File: config.mk
export PLATFORM = sky130hd
export DESIGN_NAME = execute_stage
export DESIGN_NICKNAME = d
export VERILOG_FILES = /design/src/logic/execute_pkg.sv /design/src/logic/pipeline_reg_execute.sv /design/src/logic/execute_alu.sv /design/src/logic/branch_resolve.sv /design/src/logic/pipeline_reg_memory.sv /design/src/logic/execute_stage.sv
export VERILOG_INCLUDE_DIRS = /design/src /design/src/include
export SDC_FILE = /design/constraint.sdc
export NUM_CORES = 1
export LEC_CHECK = 0
export BUFFER_PORTS_ARGS = -buffer_cell sky130_fd_sc_hd__buf_2
export CAP_MARGIN = 20
export CELL_PAD_IN_SITES_DETAIL_PLACEMENT = 1
export CELL_PAD_IN_SITES_GLOBAL_PLACEMENT = 1
export CORE_ASPECT_RATIO = 0.6
export CORE_MARGIN = 4
export CORE_UTILIZATION = 40
export CTS_CLUSTER_SIZE = 40
export DETAILED_ROUTE_END_ITERATION = 10
export GPL_ROUTABILITY_DRIVEN = 0
export PLACE_DENSITY_LB_ADDON = 0.12
export SETUP_SLACK_MARGIN = 0.1
export SLEW_MARGIN = 20
export SYNTH_ARGS = -nofsm -noshare
export SYNTH_HDL_FRONTEND = slang
export SYNTH_SLANG_ARGS = --single-unit
File: constraint.sdc
create_clock -name clk -period 6.2 [get_ports clk]
set_input_delay 0.93 -clock clk [delete_from_list [all_inputs] [get_ports clk]]
set_output_delay 0.93 -clock clk [all_outputs]
set_load 0.005 [all_outputs]
File: src/include/execute_params.svh
`ifndef EXECUTE_PARAMS_SVH
`define EXECUTE_PARAMS_SVH

`define DATA_WIDTH          32
`define ADDRESS_WIDTH       32
`define REG_FILE_ADDR_WIDTH 5

// alu function codes
`define ALU_ADD 3'd0
`define ALU_SUB 3'd1
`define ALU_AND 3'd2
`define ALU_OR  3'd3
`define ALU_XOR 3'd4
`define ALU_SLT 3'd5 // signed compare
`define ALU_SLL 3'd6
`define ALU_SRL 3'd7

`define RES_ALU 2'd0 // writeback select
`define RES_MEM 2'd1
`define RES_PC4 2'd2

`endif

File: src/logic/execute_pkg.sv
`default_nettype none

`include "execute_params.svh"

package execute_pkg;

    // operand or result word
    typedef logic [`DATA_WIDTH-1:0] data_t;

    typedef logic [`ADDRESS_WIDTH-1:0] addr_t; // program counter value

    // register file index
    typedef logic [`REG_FILE_ADDR_WIDTH-1:0] reg_addr_t;

    typedef logic [2:0] alu_ctrl_t;   // alu function code
    typedef logic [1:0] result_src_t; // writeback select

endpackage

`default_nettype wire

File: src/logic/pipeline_reg_execute.sv
`timescale 1ns/1ps
`default_nettype none

`include "execute_params.svh"

module pipeline_reg_execute
    import execute_pkg::*;
(
    input  wire logic  clk,
    input  wire logic  rst_n,
    input  wire logic  clr,

    // control from decode
    input  wire logic        regwrited,
    input  wire result_src_t resultsrcd,
    input  wire logic        memwrited,
    input  wire logic        jumpd,
    input  wire logic        branchd,
    input  wire alu_ctrl_t   alucontrold,
    input  wire logic        alusrcd,
    input  wire logic        jalrd,

    // data from decode
    input  wire data_t       rd1d,
    input  wire data_t       rd2d,
    input  wire addr_t       pcd,
    input  wire reg_addr_t   rs1d,
    input  wire reg_addr_t   rs2d,
    input  wire reg_addr_t   rdd,
    input  wire data_t       immextd,
    input  wire addr_t       pcplus4d,

    output logic             regwritee,
    output result_src_t      resultsrce,
    output logic             memwritee,
    output logic             jumpe,
    output logic             branche,
    output alu_ctrl_t        alucontrole,
    output logic             alusrce,
    output logic             jalre,

    output data_t            rd1e,
    output data_t            rd2e,
    output addr_t            pce,
    output reg_addr_t        rs1e,
    output reg_addr_t        rs2e,
    output reg_addr_t        rde,
    output data_t            immexte,
    output addr_t            pcplus4e
);

    always_ff @(posedge clk or negedge rst_n) begin
        if (!rst_n) begin
            regwritee   <= 1'b0;
            resultsrce  <= result_src_t'(0);
            memwritee   <= 1'b0;
            jumpe       <= 1'b0;
            branche     <= 1'b0;
            alucontrole <= alu_ctrl_t'(0);
            alusrce     <= 1'b0;
            jalre       <= 1'b0;
            rd1e        <= data_t'(0);
            rd2e        <= data_t'(0);
            pce         <= addr_t'(0);
            rs1e        <= reg_addr_t'(0);
            rs2e        <= reg_addr_t'(0);
            rde         <= reg_addr_t'(0);
            immexte     <= data_t'(0);
            pcplus4e    <= addr_t'(0);
        end else if (clr) begin // clr is the synchronous flush
            regwritee   <= 1'b0;
            resultsrce  <= result_src_t'(0);
            memwritee   <= 1'b0;
            jumpe       <= 1'b0;
            branche     <= 1'b0;
            alucontrole <= alu_ctrl_t'(0);
            alusrce     <= 1'b0;
            jalre       <= 1'b0;
            rd1e        <= data_t'(0);
            rd2e        <= data_t'(0);
            pce         <= addr_t'(0);
            rs1e        <= reg_addr_t'(0);
            rs2e        <= reg_addr_t'(0);
            rde         <= reg_addr_t'(0);
            immexte     <= data_t'(0);
            pcplus4e    <= addr_t'(0);
        end else begin
            regwritee   <= regwrited;
            resultsrce  <= resultsrcd;
            memwritee   <= memwrited;
            jumpe       <= jumpd;
            branche     <= branchd;
            alucontrole <= alucontrold;
            alusrce     <= alusrcd;
            jalre       <= jalrd;
            rd1e        <= rd1d;
            rd2e        <= rd2d;
            pce         <= pcd;
            rs1e        <= rs1d;
            rs2e        <= rs2d;
            rde         <= rdd;
            immexte     <= immextd;
            pcplus4e    <= pcplus4d;
        end
    end

endmodule

`default_nettype wire

File: src/logic/execute_alu.sv
`timescale 1ns/1ps
`default_nettype none

`include "execute_params.svh"

module execute_alu
    import execute_pkg::*;
(
    input  wire data_t      rd1e,
    input  wire data_t      rd2e,
    input  wire data_t      immexte,
    input  wire logic       alusrce,
    input  wire alu_ctrl_t  alucontrole,
    output data_t           aluresulte
);

    data_t     srcb;
    logic [4:0] shamt;

    assign srcb  = alusrce ? immexte : rd2e; // immediate forms
    assign shamt = srcb[4:0];

    always_comb begin
        case (alucontrole)
            `ALU_ADD: aluresulte = rd1e + srcb;
            `ALU_SUB: aluresulte = rd1e - srcb;
            `ALU_AND: aluresulte = rd1e & srcb;
            `ALU_OR:  aluresulte = rd1e | srcb;
            `ALU_XOR: aluresulte = rd1e ^ srcb;
            `ALU_SLT: begin
                // signed less-than, zero extended
                aluresulte = data_t'($signed(rd1e) < $signed(srcb));
            end
            `ALU_SLL: aluresulte = rd1e << shamt;
            `ALU_SRL: aluresulte = rd1e >> shamt; // logical
            default:  aluresulte = data_t'(0);
        endcase
    end

endmodule

`default_nettype wire

File: src/logic/branch_resolve.sv
`timescale 1ns/1ps
`default_nettype none

`include "execute_params.svh"

module branch_resolve
    import execute_pkg::*;
(
    input  wire addr_t  pce,
    input  wire data_t  rd1e,
    input  wire data_t  rd2e,
    input  wire data_t  immexte,
    input  wire logic   jalre,
    output addr_t       pctargete,
    output logic        takene
);

    addr_t base;
    addr_t sum;

    // jalr is register relative, everything else pc relative
    assign base = jalre ? addr_t'(rd1e) : pce;
    assign sum  = base + addr_t'(immexte);

    assign pctargete = jalre ? {sum[`ADDRESS_WIDTH-1:1], 1'b0} : sum; // jalr lsb cleared

    assign takene = (rd1e == rd2e); // beq only

endmodule

`default_nettype wire

File: src/logic/pipeline_reg_memory.sv
`timescale 1ns/1ps
`default_nettype none

`include "execute_params.svh"

module pipeline_reg_memory
    import execute_pkg::*;
(
    input  wire logic        clk,
    input  wire logic        rst_n,

    input  wire logic        jumpe,
    input  wire logic        branche,
    input  wire logic        takene,
    input  wire logic        regwritee,
    input  wire logic        memwritee,
    input  wire result_src_t resultsrce,
    input  wire data_t       aluresulte,
    input  wire data_t       rd2e,
    input  wire reg_addr_t   rde,
    input  wire addr_t       pcplus4e,

    output logic        pcsrce,   // redirect to fetch
    output logic        regwritem,
    output logic        memwritem,
    output result_src_t resultsrcm,
    output data_t       aluresultm,
    output data_t       writedatam,
    output reg_addr_t   rdm,
    output addr_t       pcplus4m
);

    // taken beq or any jump
    assign pcsrce = jumpe | (branche & takene);

    always_ff @(posedge clk or negedge rst_n) begin
        if (!rst_n) begin
            regwritem  <= 1'b0;
            memwritem  <= 1'b0;
            resultsrcm <= result_src_t'(0);
            aluresultm <= data_t'(0);
            writedatam <= data_t'(0);
            rdm        <= reg_addr_t'(0);
            pcplus4m   <= addr_t'(0);
        end else begin
            regwritem  <= regwritee;
            memwritem  <= memwritee;
            resultsrcm <= resultsrce;
            aluresultm <= aluresulte;
            writedatam <= rd2e;     // store data
            rdm        <= rde;
            pcplus4m   <= pcplus4e; // for jal/jalr link
        end
    end

endmodule

`default_nettype wire

File: src/logic/execute_stage.sv
`timescale 1ns/1ps
`default_nettype none

`include "execute_params.svh"

module execute_stage
    import execute_pkg::*;
(
    input  wire logic        clk,
    input  wire logic        rst_n,
    input  wire logic        clr,

    input  wire logic        regwrited,
    input  wire result_src_t resultsrcd,
    input  wire logic        memwrited,
    input  wire logic        jumpd,
    input  wire logic        branchd,
    input  wire alu_ctrl_t   alucontrold,
    input  wire logic        alusrcd,
    input  wire logic        jalrd,

    input  wire data_t       rd1d,
    input  wire data_t       rd2d,
    input  wire addr_t       pcd,
    input  wire reg_addr_t   rs1d,
    input  wire reg_addr_t   rs2d,
    input  wire reg_addr_t   rdd,
    input  wire data_t       immextd,
    input  wire addr_t       pcplus4d,

    // toward hazard unit
    output reg_addr_t   rs1e,
    output reg_addr_t   rs2e,
    output reg_addr_t   rde,

    output logic        pcsrce,
    output addr_t       pctargete,

    output logic        regwritem,
    output result_src_t resultsrcm,
    output logic        memwritem,
    output data_t       aluresultm,
    output data_t       writedatam,
    output reg_addr_t   rdm,
    output addr_t       pcplus4m
);

    logic        regwritee;
    result_src_t resultsrce;
    logic        memwritee;
    logic        jumpe;
    logic        branche;
    alu_ctrl_t   alucontrole;
    logic        alusrce;
    logic        jalre;
    data_t       rd1e;
    data_t       rd2e;
    addr_t       pce;
    data_t       immexte;
    addr_t       pcplus4e;
    data_t       aluresulte;
    logic        takene;

    pipeline_reg_execute u_pipeline_reg_execute (
        .clk         (clk),
        .rst_n       (rst_n),
        .clr         (clr),
        .regwrited   (regwrited),
        .resultsrcd  (resultsrcd),
        .memwrited   (memwrited),
        .jumpd       (jumpd),
        .branchd     (branchd),
        .alucontrold (alucontrold),
        .alusrcd     (alusrcd),
        .jalrd       (jalrd),
        .rd1d        (rd1d),
        .rd2d        (rd2d),
        .pcd         (pcd),
        .rs1d        (rs1d),
        .rs2d        (rs2d),
        .rdd         (rdd),
        .immextd     (immextd),
        .pcplus4d    (pcplus4d),
        .regwritee   (regwritee),
        .resultsrce  (resultsrce),
        .memwritee   (memwritee),
        .jumpe       (jumpe),
        .branche     (branche),
        .alucontrole (alucontrole),
        .alusrce     (alusrce),
        .jalre       (jalre),
        .rd1e        (rd1e),
        .rd2e        (rd2e),
        .pce         (pce),
        .rs1e        (rs1e),
        .rs2e        (rs2e),
        .rde         (rde),
        .immexte     (immexte),
        .pcplus4e    (pcplus4e)
    );

    execute_alu u_execute_alu (
        .rd1e        (rd1e),
        .rd2e        (rd2e),
        .immexte     (immexte),
        .alusrce     (alusrce),
        .alucontrole (alucontrole),
        .aluresulte  (aluresulte)
    );

    // runs in parallel with the alu
    branch_resolve u_branch_resolve (
        .pce       (pce),
        .rd1e      (rd1e),
        .rd2e      (rd2e),
        .immexte   (immexte),
        .jalre     (jalre),
        .pctargete (pctargete),
        .takene    (takene)
    );

    pipeline_reg_memory u_pipeline_reg_memory (
        .clk        (clk),
        .rst_n      (rst_n),
        .jumpe      (jumpe),
        .branche    (branche),
        .takene     (takene),
        .regwritee  (regwritee),
        .memwritee  (memwritee),
        .resultsrce (resultsrce),
        .aluresulte (aluresulte),
        .rd2e       (rd2e),
        .rde        (rde),
        .pcplus4e   (pcplus4e),
        .pcsrce     (pcsrce),
        .regwritem  (regwritem),
        .memwritem  (memwritem),
        .resultsrcm (resultsrcm),
        .aluresultm (aluresultm),
        .writedatam (writedatam),
        .rdm        (rdm),
        .pcplus4m   (pcplus4m)
    );

endmodule

`default_nettype wire

Word level (Yosys, flattened, before mapping)
Cells that the tools add are included.
{"block": "op_classes", "n_addsub": 3, "n_mul": 0, "div": 0, "magnitude_cmp": 1, "n_eq_ne": 8, "shifts": 2, "muxes": 20, "bitwise_logic": 5, "reduce_logical": 1}
{"operator": "32-bit case mux with 8 select lines", "count": 1}
{"operator": "32-bit 2-to-1 mux", "count": 7}
{"operator": "32-bit adder", "count": 2}
{"operator": "32-bit bitwise AND", "count": 1}
{"operator": "32-bit equality test", "count": 1}
{"operator": "32-bit < comparator", "count": 1}
{"operator": "32-bit bitwise OR", "count": 1}
{"operator": "32-bit by 5-bit left shift with 32-bit output", "count": 1}
{"operator": "32-bit by 5-bit >> shifter with 32-bit output", "count": 1}
{"operator": "32-bit subtractor", "count": 1}
{"operator": "32-bit bitwise XOR", "count": 1}
{"operator": "5-bit 2-to-1 mux", "count": 3}
{"operator": "3-bit equality test (second input constant)", "count": 4}
{"operator": "1-bit 2-to-1 mux", "count": 7}
{"operator": "3-bit by 2-bit equality test with 1-bit output (second input constant)", "count": 2}
{"operator": "3-bit by 1-bit equality test with 1-bit output (second input constant)", "count": 1}
{"operator": "3-bit logical NOT", "count": 1}
{"operator": "3-bit 2-to-1 mux", "count": 1}
{"operator": "2-bit 2-to-1 mux", "count": 1}
{"operator": "1-bit bitwise AND", "count": 1}
{"operator": "1-bit bitwise OR", "count": 1}
{"block": "totals", "reg_bits": 291, "latchBits": 0, "mem_bits_rw": 0, "rom_bits": 0, "input_bits": 189, "out_inout_bits": 153, "elab_cells": 63, "mem_count": 0}

Depth between registers and ports, before layout
{"block": "logic_depth", "word_depth": 3, "ltp_mapped": 18, "depth_no_buf": 15}

Hierarchy
Synthesis repeated with hierarchy kept, for this count alone.
{"block": "hier_totals", "hier_cells": 2130, "area_unflattened_um2": 19527.5}
{"module": "execute_alu", "instances": 1, "cells_each": 1328, "area_per_inst_um2": 8573.2, "seq_area_each_um2": 0.0}
{"module": "pipeline_reg_execute", "instances": 1, "cells_each": 392, "area_per_inst_um2": 5928.2, "seq_area_each_um2": 4654.5}
{"module": "pipeline_reg_memory", "instances": 1, "cells_each": 106, "area_per_inst_um2": 2635.0, "seq_area_each_um2": 2627.5}
{"module": "branch_resolve", "instances": 1, "cells_each": 304, "area_per_inst_um2": 2391.0, "seq_area_each_um2": 0.0}

Least setup slack after synthesis
No wires, ideal clock.
{"block": "synth_timing", "path_type": "register to output", "start": "register u_pipeline_reg_execute.jalre", "end": "output port pctargete[28]", "arrival_ns": 3.489, "required_ns": 5.270, "setup_slack_ns": 1.781, "stages_incl_launch_ff": 15, "path_buffers": 3, "path_cell_list": "dfrtp_1 clkbuf_1 clkbuf_1 mux2_2 ha_1 clkbuf_1 a2111oi_0 o21ai_0 o21a_1 o2111ai_1 a21boi_0 a211oi_1 o211a_1 o41ai_1 xnor2_1"}
{"block": "synth_via", "elab_chain_len": 2}
{"item": "start: declaration", "line": "pipeline_reg_execute.sv:40", "text": "output logic jalre,"}
{"item": "start signal: assignment", "line": "pipeline_reg_execute.sv:95", "text": "jalre <= jalrd;"}
{"item": "32-bit 2-to-1 mux", "line": "branch_resolve.sv:22", "text": "assign base = jalre ? addr_t'(rd1e) : pce;"}
{"item": "32-bit adder", "line": "branch_resolve.sv:23", "text": "assign sum = base + addr_t'(immexte);"}
{"item": "end: declaration", "line": "execute_stage.sv:37", "text": "output addr_t pctargete,"}
No other way between the ends.

Worst setup path after layout
{"block": "layout_timing", "start": "register u_pipeline_reg_execute.jalre", "end": "output port pctargete[31]"}
Same word-level chain as after synthesis.

==> impl_metrics.py <==
metrics = {
    "status": {
        "outcome": "finished clean",
    },
    "floorplanning": {
        "initial_core_util": 0.406,
        "core_mm2": 0.0464,
        "die_x_um": 288,
        "dieHeight_um": 176,
        "rows": 61,
        "io_pins": 342,
        "die_area_mm2": 0.0507,
    },
    "synth": {
        "ys.warnings.count": 0,
        "synth_edf_count": 0,
        "netlist_area_mm2": 0.0188,
        "avgSynthCellArea_um2": 9.18,
        "yosysUniqueCellTypes": 80,
        "ys_seq_area_frac": 0.387,
        "synth_nets": 2371,
        "synth_cells": 2050,
        "ys_seq_elements": 291,
        "async_reset_ff_frac": 1.00,
        "synth_ff_type": "dfrtp_1",
    },
    "sta": {
        "layout_worst_path_cycle_share": 0.905,
        "tns_ps": 0,
        "drv_slew": 0,
        "hold_violations": 0,
        "slew_headroom": 0.300,
        "post-route-min-period_ps": 5610,
        "rsz0062_at_grt": "false",
        "tightest_slew_ps": 1040,
        "setup_violations": 0,
        "fin_skew_ps": 25.0,
        "fmax_mhz": 178,
    },
    "worst_setup_path": {
        "r2r-start": "u_pipeline_reg_execute.alusrce",
        "reg2reg_setup_slack_ps": 970,
        "end_kind": "primary output",
        "critPathLaunch": "u_pipeline_reg_execute.jalre",
        "reg2reg_depth": 13,
        "cp_max_fo": 14,
        "r2r_end": "u_pipeline_reg_memory.aluresultm[26]",
        "arrival_ps": 4680,
        "critical_path_class": "reg -> out",
        "cp.required_ps": 5270,
        "start_kind": "flip-flop",
    },
    "cts": {
        "clk_path_buf_depth": 3,
        "numCtsBuffers": 30,
        "clk_latency_ps": 610,
        "clk_pin_slew_ps": 70,
        "htreeDepth": 1,
        "hold_buffers": 0,
        "cts.sinks": 291,
        "cts_setup_buffers": 0,
        "cts_tree": "built",
        "post_cts_resized": 0,
        "root_buffer": "clkbuf_16",
    },
    "job": {
        "max_cap_violations": 0,
    },
    "pwr": {
        "powerDensity_mw_per_mm2": 250,
        "p_seq_frac": 0.385,
        "cellLeakagePower_nw": 10.7,
        "ir_drop_mv": 0.225,
        "p_sw_frac": 0.335,
        "comb_power_share": 0.259,
        "internal_power_mw": 3.68,
        "switchingPower_mw": 1.85,
        "p_clk_frac": 0.355,
    },
    "layout": {
        "nets": 2645,
        "syn2layout_area_growth_pct": 17.6,
        "utilization": 0.477,
        "layout_commonest_cell": "buf_2",
        "layout-drive-gt1-share": 0.208,
        "final_cell_mix": "339 x buf_2, 288 x dfrtp_1, 195 x nor2b_1",
    },
    "drt": {
        "dr.pass1.iters": 6,
        "wl_per_cell_um": 25.9,
        "route.vias.total": 17502,
        "drt_wl_total_um": 77300,
        "drtIter0Drc": 1851,
        "detail-route-antenna-nets": 0,
        "route.detailed.drc": 0,
        "via_per_inst": 5.88,
    },
    "global_route": {
        "grt_antenna_before_repair": 2,
        "grt_pass1_vias": 17582,
        "grt_overflow_total": 0,
        "grt_pass1_wl_um": 114000,
        "grt_max_degree": 148,
        "grt_usage": 0.294,
    },
    "hold_path": {
        "hp-class": "in -> async",
    },
    "placement": {
        "io_buffers": 341,
        "dp_hpwl_um": 59500,
    },
}
critical path, cell delays in order (launching register included):
cell     delay (ps)
dfrtp_2         590
mux2i_1         330
inv_1            90
ha_1            300
a21o_1          190
a21oi_1         240
nor2b_1         100
o31ai_1         520
o32ai_1         280
o31a_1          380
o41ai_2         420
o21ai_0         170
a21oi_1         190
xnor2_1         130
buf_2           130
power by group through the flow:
stage	logic [mW]	registers [mW]	clock network, mW
6_report	1.44	2.13	1.97
5_1_grt	1.54	2.14	2.11
4_1_cts	1.40	2.13	2.02
3_5_place_dp	1.39	2.17	0
3_3_place_gp	1.36	2.16	0
2_1_floorplan	0.823	2.12	0
per-layer routing:
metal | share of wire | wire (µm) | up-vias | GRT usage
li1 | - | - | 7801 | -
met1 | 0.45 | 35100 | 8788 | 0.436
met2 | 0.42 | 32600 | 806 | 0.429
met3 | 0.10 | 8100 | 105 | 0.0914
met4 | 0.019 | 1450 | 2 | 0.0481
met5 | 0.000091 | 7 | - | 0
flip-flops by register name, indices dropped and copies added, names as in the netlist, 2 cells and up:
| name | flops |
|---|---|
| u_pipeline_reg_execute.immexte | 32 |
| u_pipeline_reg_execute.pce | 32 |
| u_pipeline_reg_execute.pcplus4e | 32 |
| u_pipeline_reg_execute.rd1e | 32 |
| u_pipeline_reg_execute.rd2e | 32 |
| u_pipeline_reg_memory.aluresultm | 32 |
| u_pipeline_reg_memory.pcplus4m | 32 |
| u_pipeline_reg_memory.writedatam | 32 |
| u_pipeline_reg_execute.rde | 5 |
| u_pipeline_reg_execute.rs1e | 5 |
| u_pipeline_reg_execute.rs2e | 5 |
| u_pipeline_reg_memory.rdm | 5 |
| u_pipeline_reg_execute.alucontrole | 3 |
| u_pipeline_reg_execute.resultsrce | 2 |
| u_pipeline_reg_memory.resultsrcm | 2 |
area by class of cell:
class | count | area, µm²
Fill cell | 5482 | 24300
Tap cell | 630 | 788
Clock inverter | 17 | 230
Multi-Input combinational cell | 1514 | 10600
Sequential cell | 291 | 7290
Antenna cell | 1 | 2.50
Clock buffer | 39 | 845
Inverter | 116 | 435
Timing Repair Buffer | 371 | 1960
worst max-delay path by stage:
| stage | endpoint | slack (ps) |
|---|---|---|
| final | pctargete[31] | 590 |
| after global placement | u_pipeline_reg_memory.aluresultm[26] | 880 |
| after detailed placement | pctargete[31] | 1110 |
| after CTS | pctargete[31] | 430 |
| after global routing | pctargete[31] | 260 |
| after floorplan | pctargete[28] | 1780 |
cells in the mapped netlist, types with 6 or more instances:
library cell	count	area, µm²
a211oi_1	25	188
nand4_1	21	131
nor2b_1	196	1230
o31ai_1	10	75.1
o21bai_1	16	120
ha_1	129	1610
mux2_2	32	360
dfrtp_1	291	7280
xnor2_1	56	490
nand3_1	30	150
clkbuf_1	87	327
nand2_1	110	413
a22oi_1	35	263
o21a_1	14	105
mux4_2	6	135
o221ai_1	7	61.3
or3_1	10	62.6
a221oi_1	11	96.3
a31oi_1	17	106
o21ai_0	118	591
buf_1	14	52.6
a32oi_1	6	52.6
mux2i_1	88	881
o311ai_0	6	52.6
inv_1	111	417
nor4_1	12	75.1
a21oi_1	151	756
nor2_1	153	574
o2111ai_1	11	96.3
o22ai_1	38	238
buf_2	18	90.1
xor2_1	28	245
o211ai_1	29	218
nor3_1	26	130
a21o_1	29	218
nand2b_1	19	119
metrics by stage:
stage / power, mW / hold WS (ps) / cells / instance area, µm² / worst slack, ps
2_1_floorplan: 2.95 / 331 / 2050 / 18800 / 1780
3_3_place_gp: 3.52 / 331 / 2921 / 21100 / 881
4_1_cts: 5.55 / 335 / 2978 / 22100 / 427
3_5_place_dp: 3.55 / 336 / 2922 / 21100 / 1110
5_1_grt: 5.79 / 346 / 2979 / 22100 / 258
6_report: 5.53 / 288 / 2979 / 22100 / 587
logic make-up after synthesis:
group / share of synthesized area
muxes: 0.0743
buffers and inverters: 0.0531
AOI/OAI and AO/OA: 0.197
and+or+nand+nor: 0.161
xor gates and xnor gates: 0.0391
adders and majority gates: 0.0889
DFF: 0.387
(Power assumes the default switching activity.)
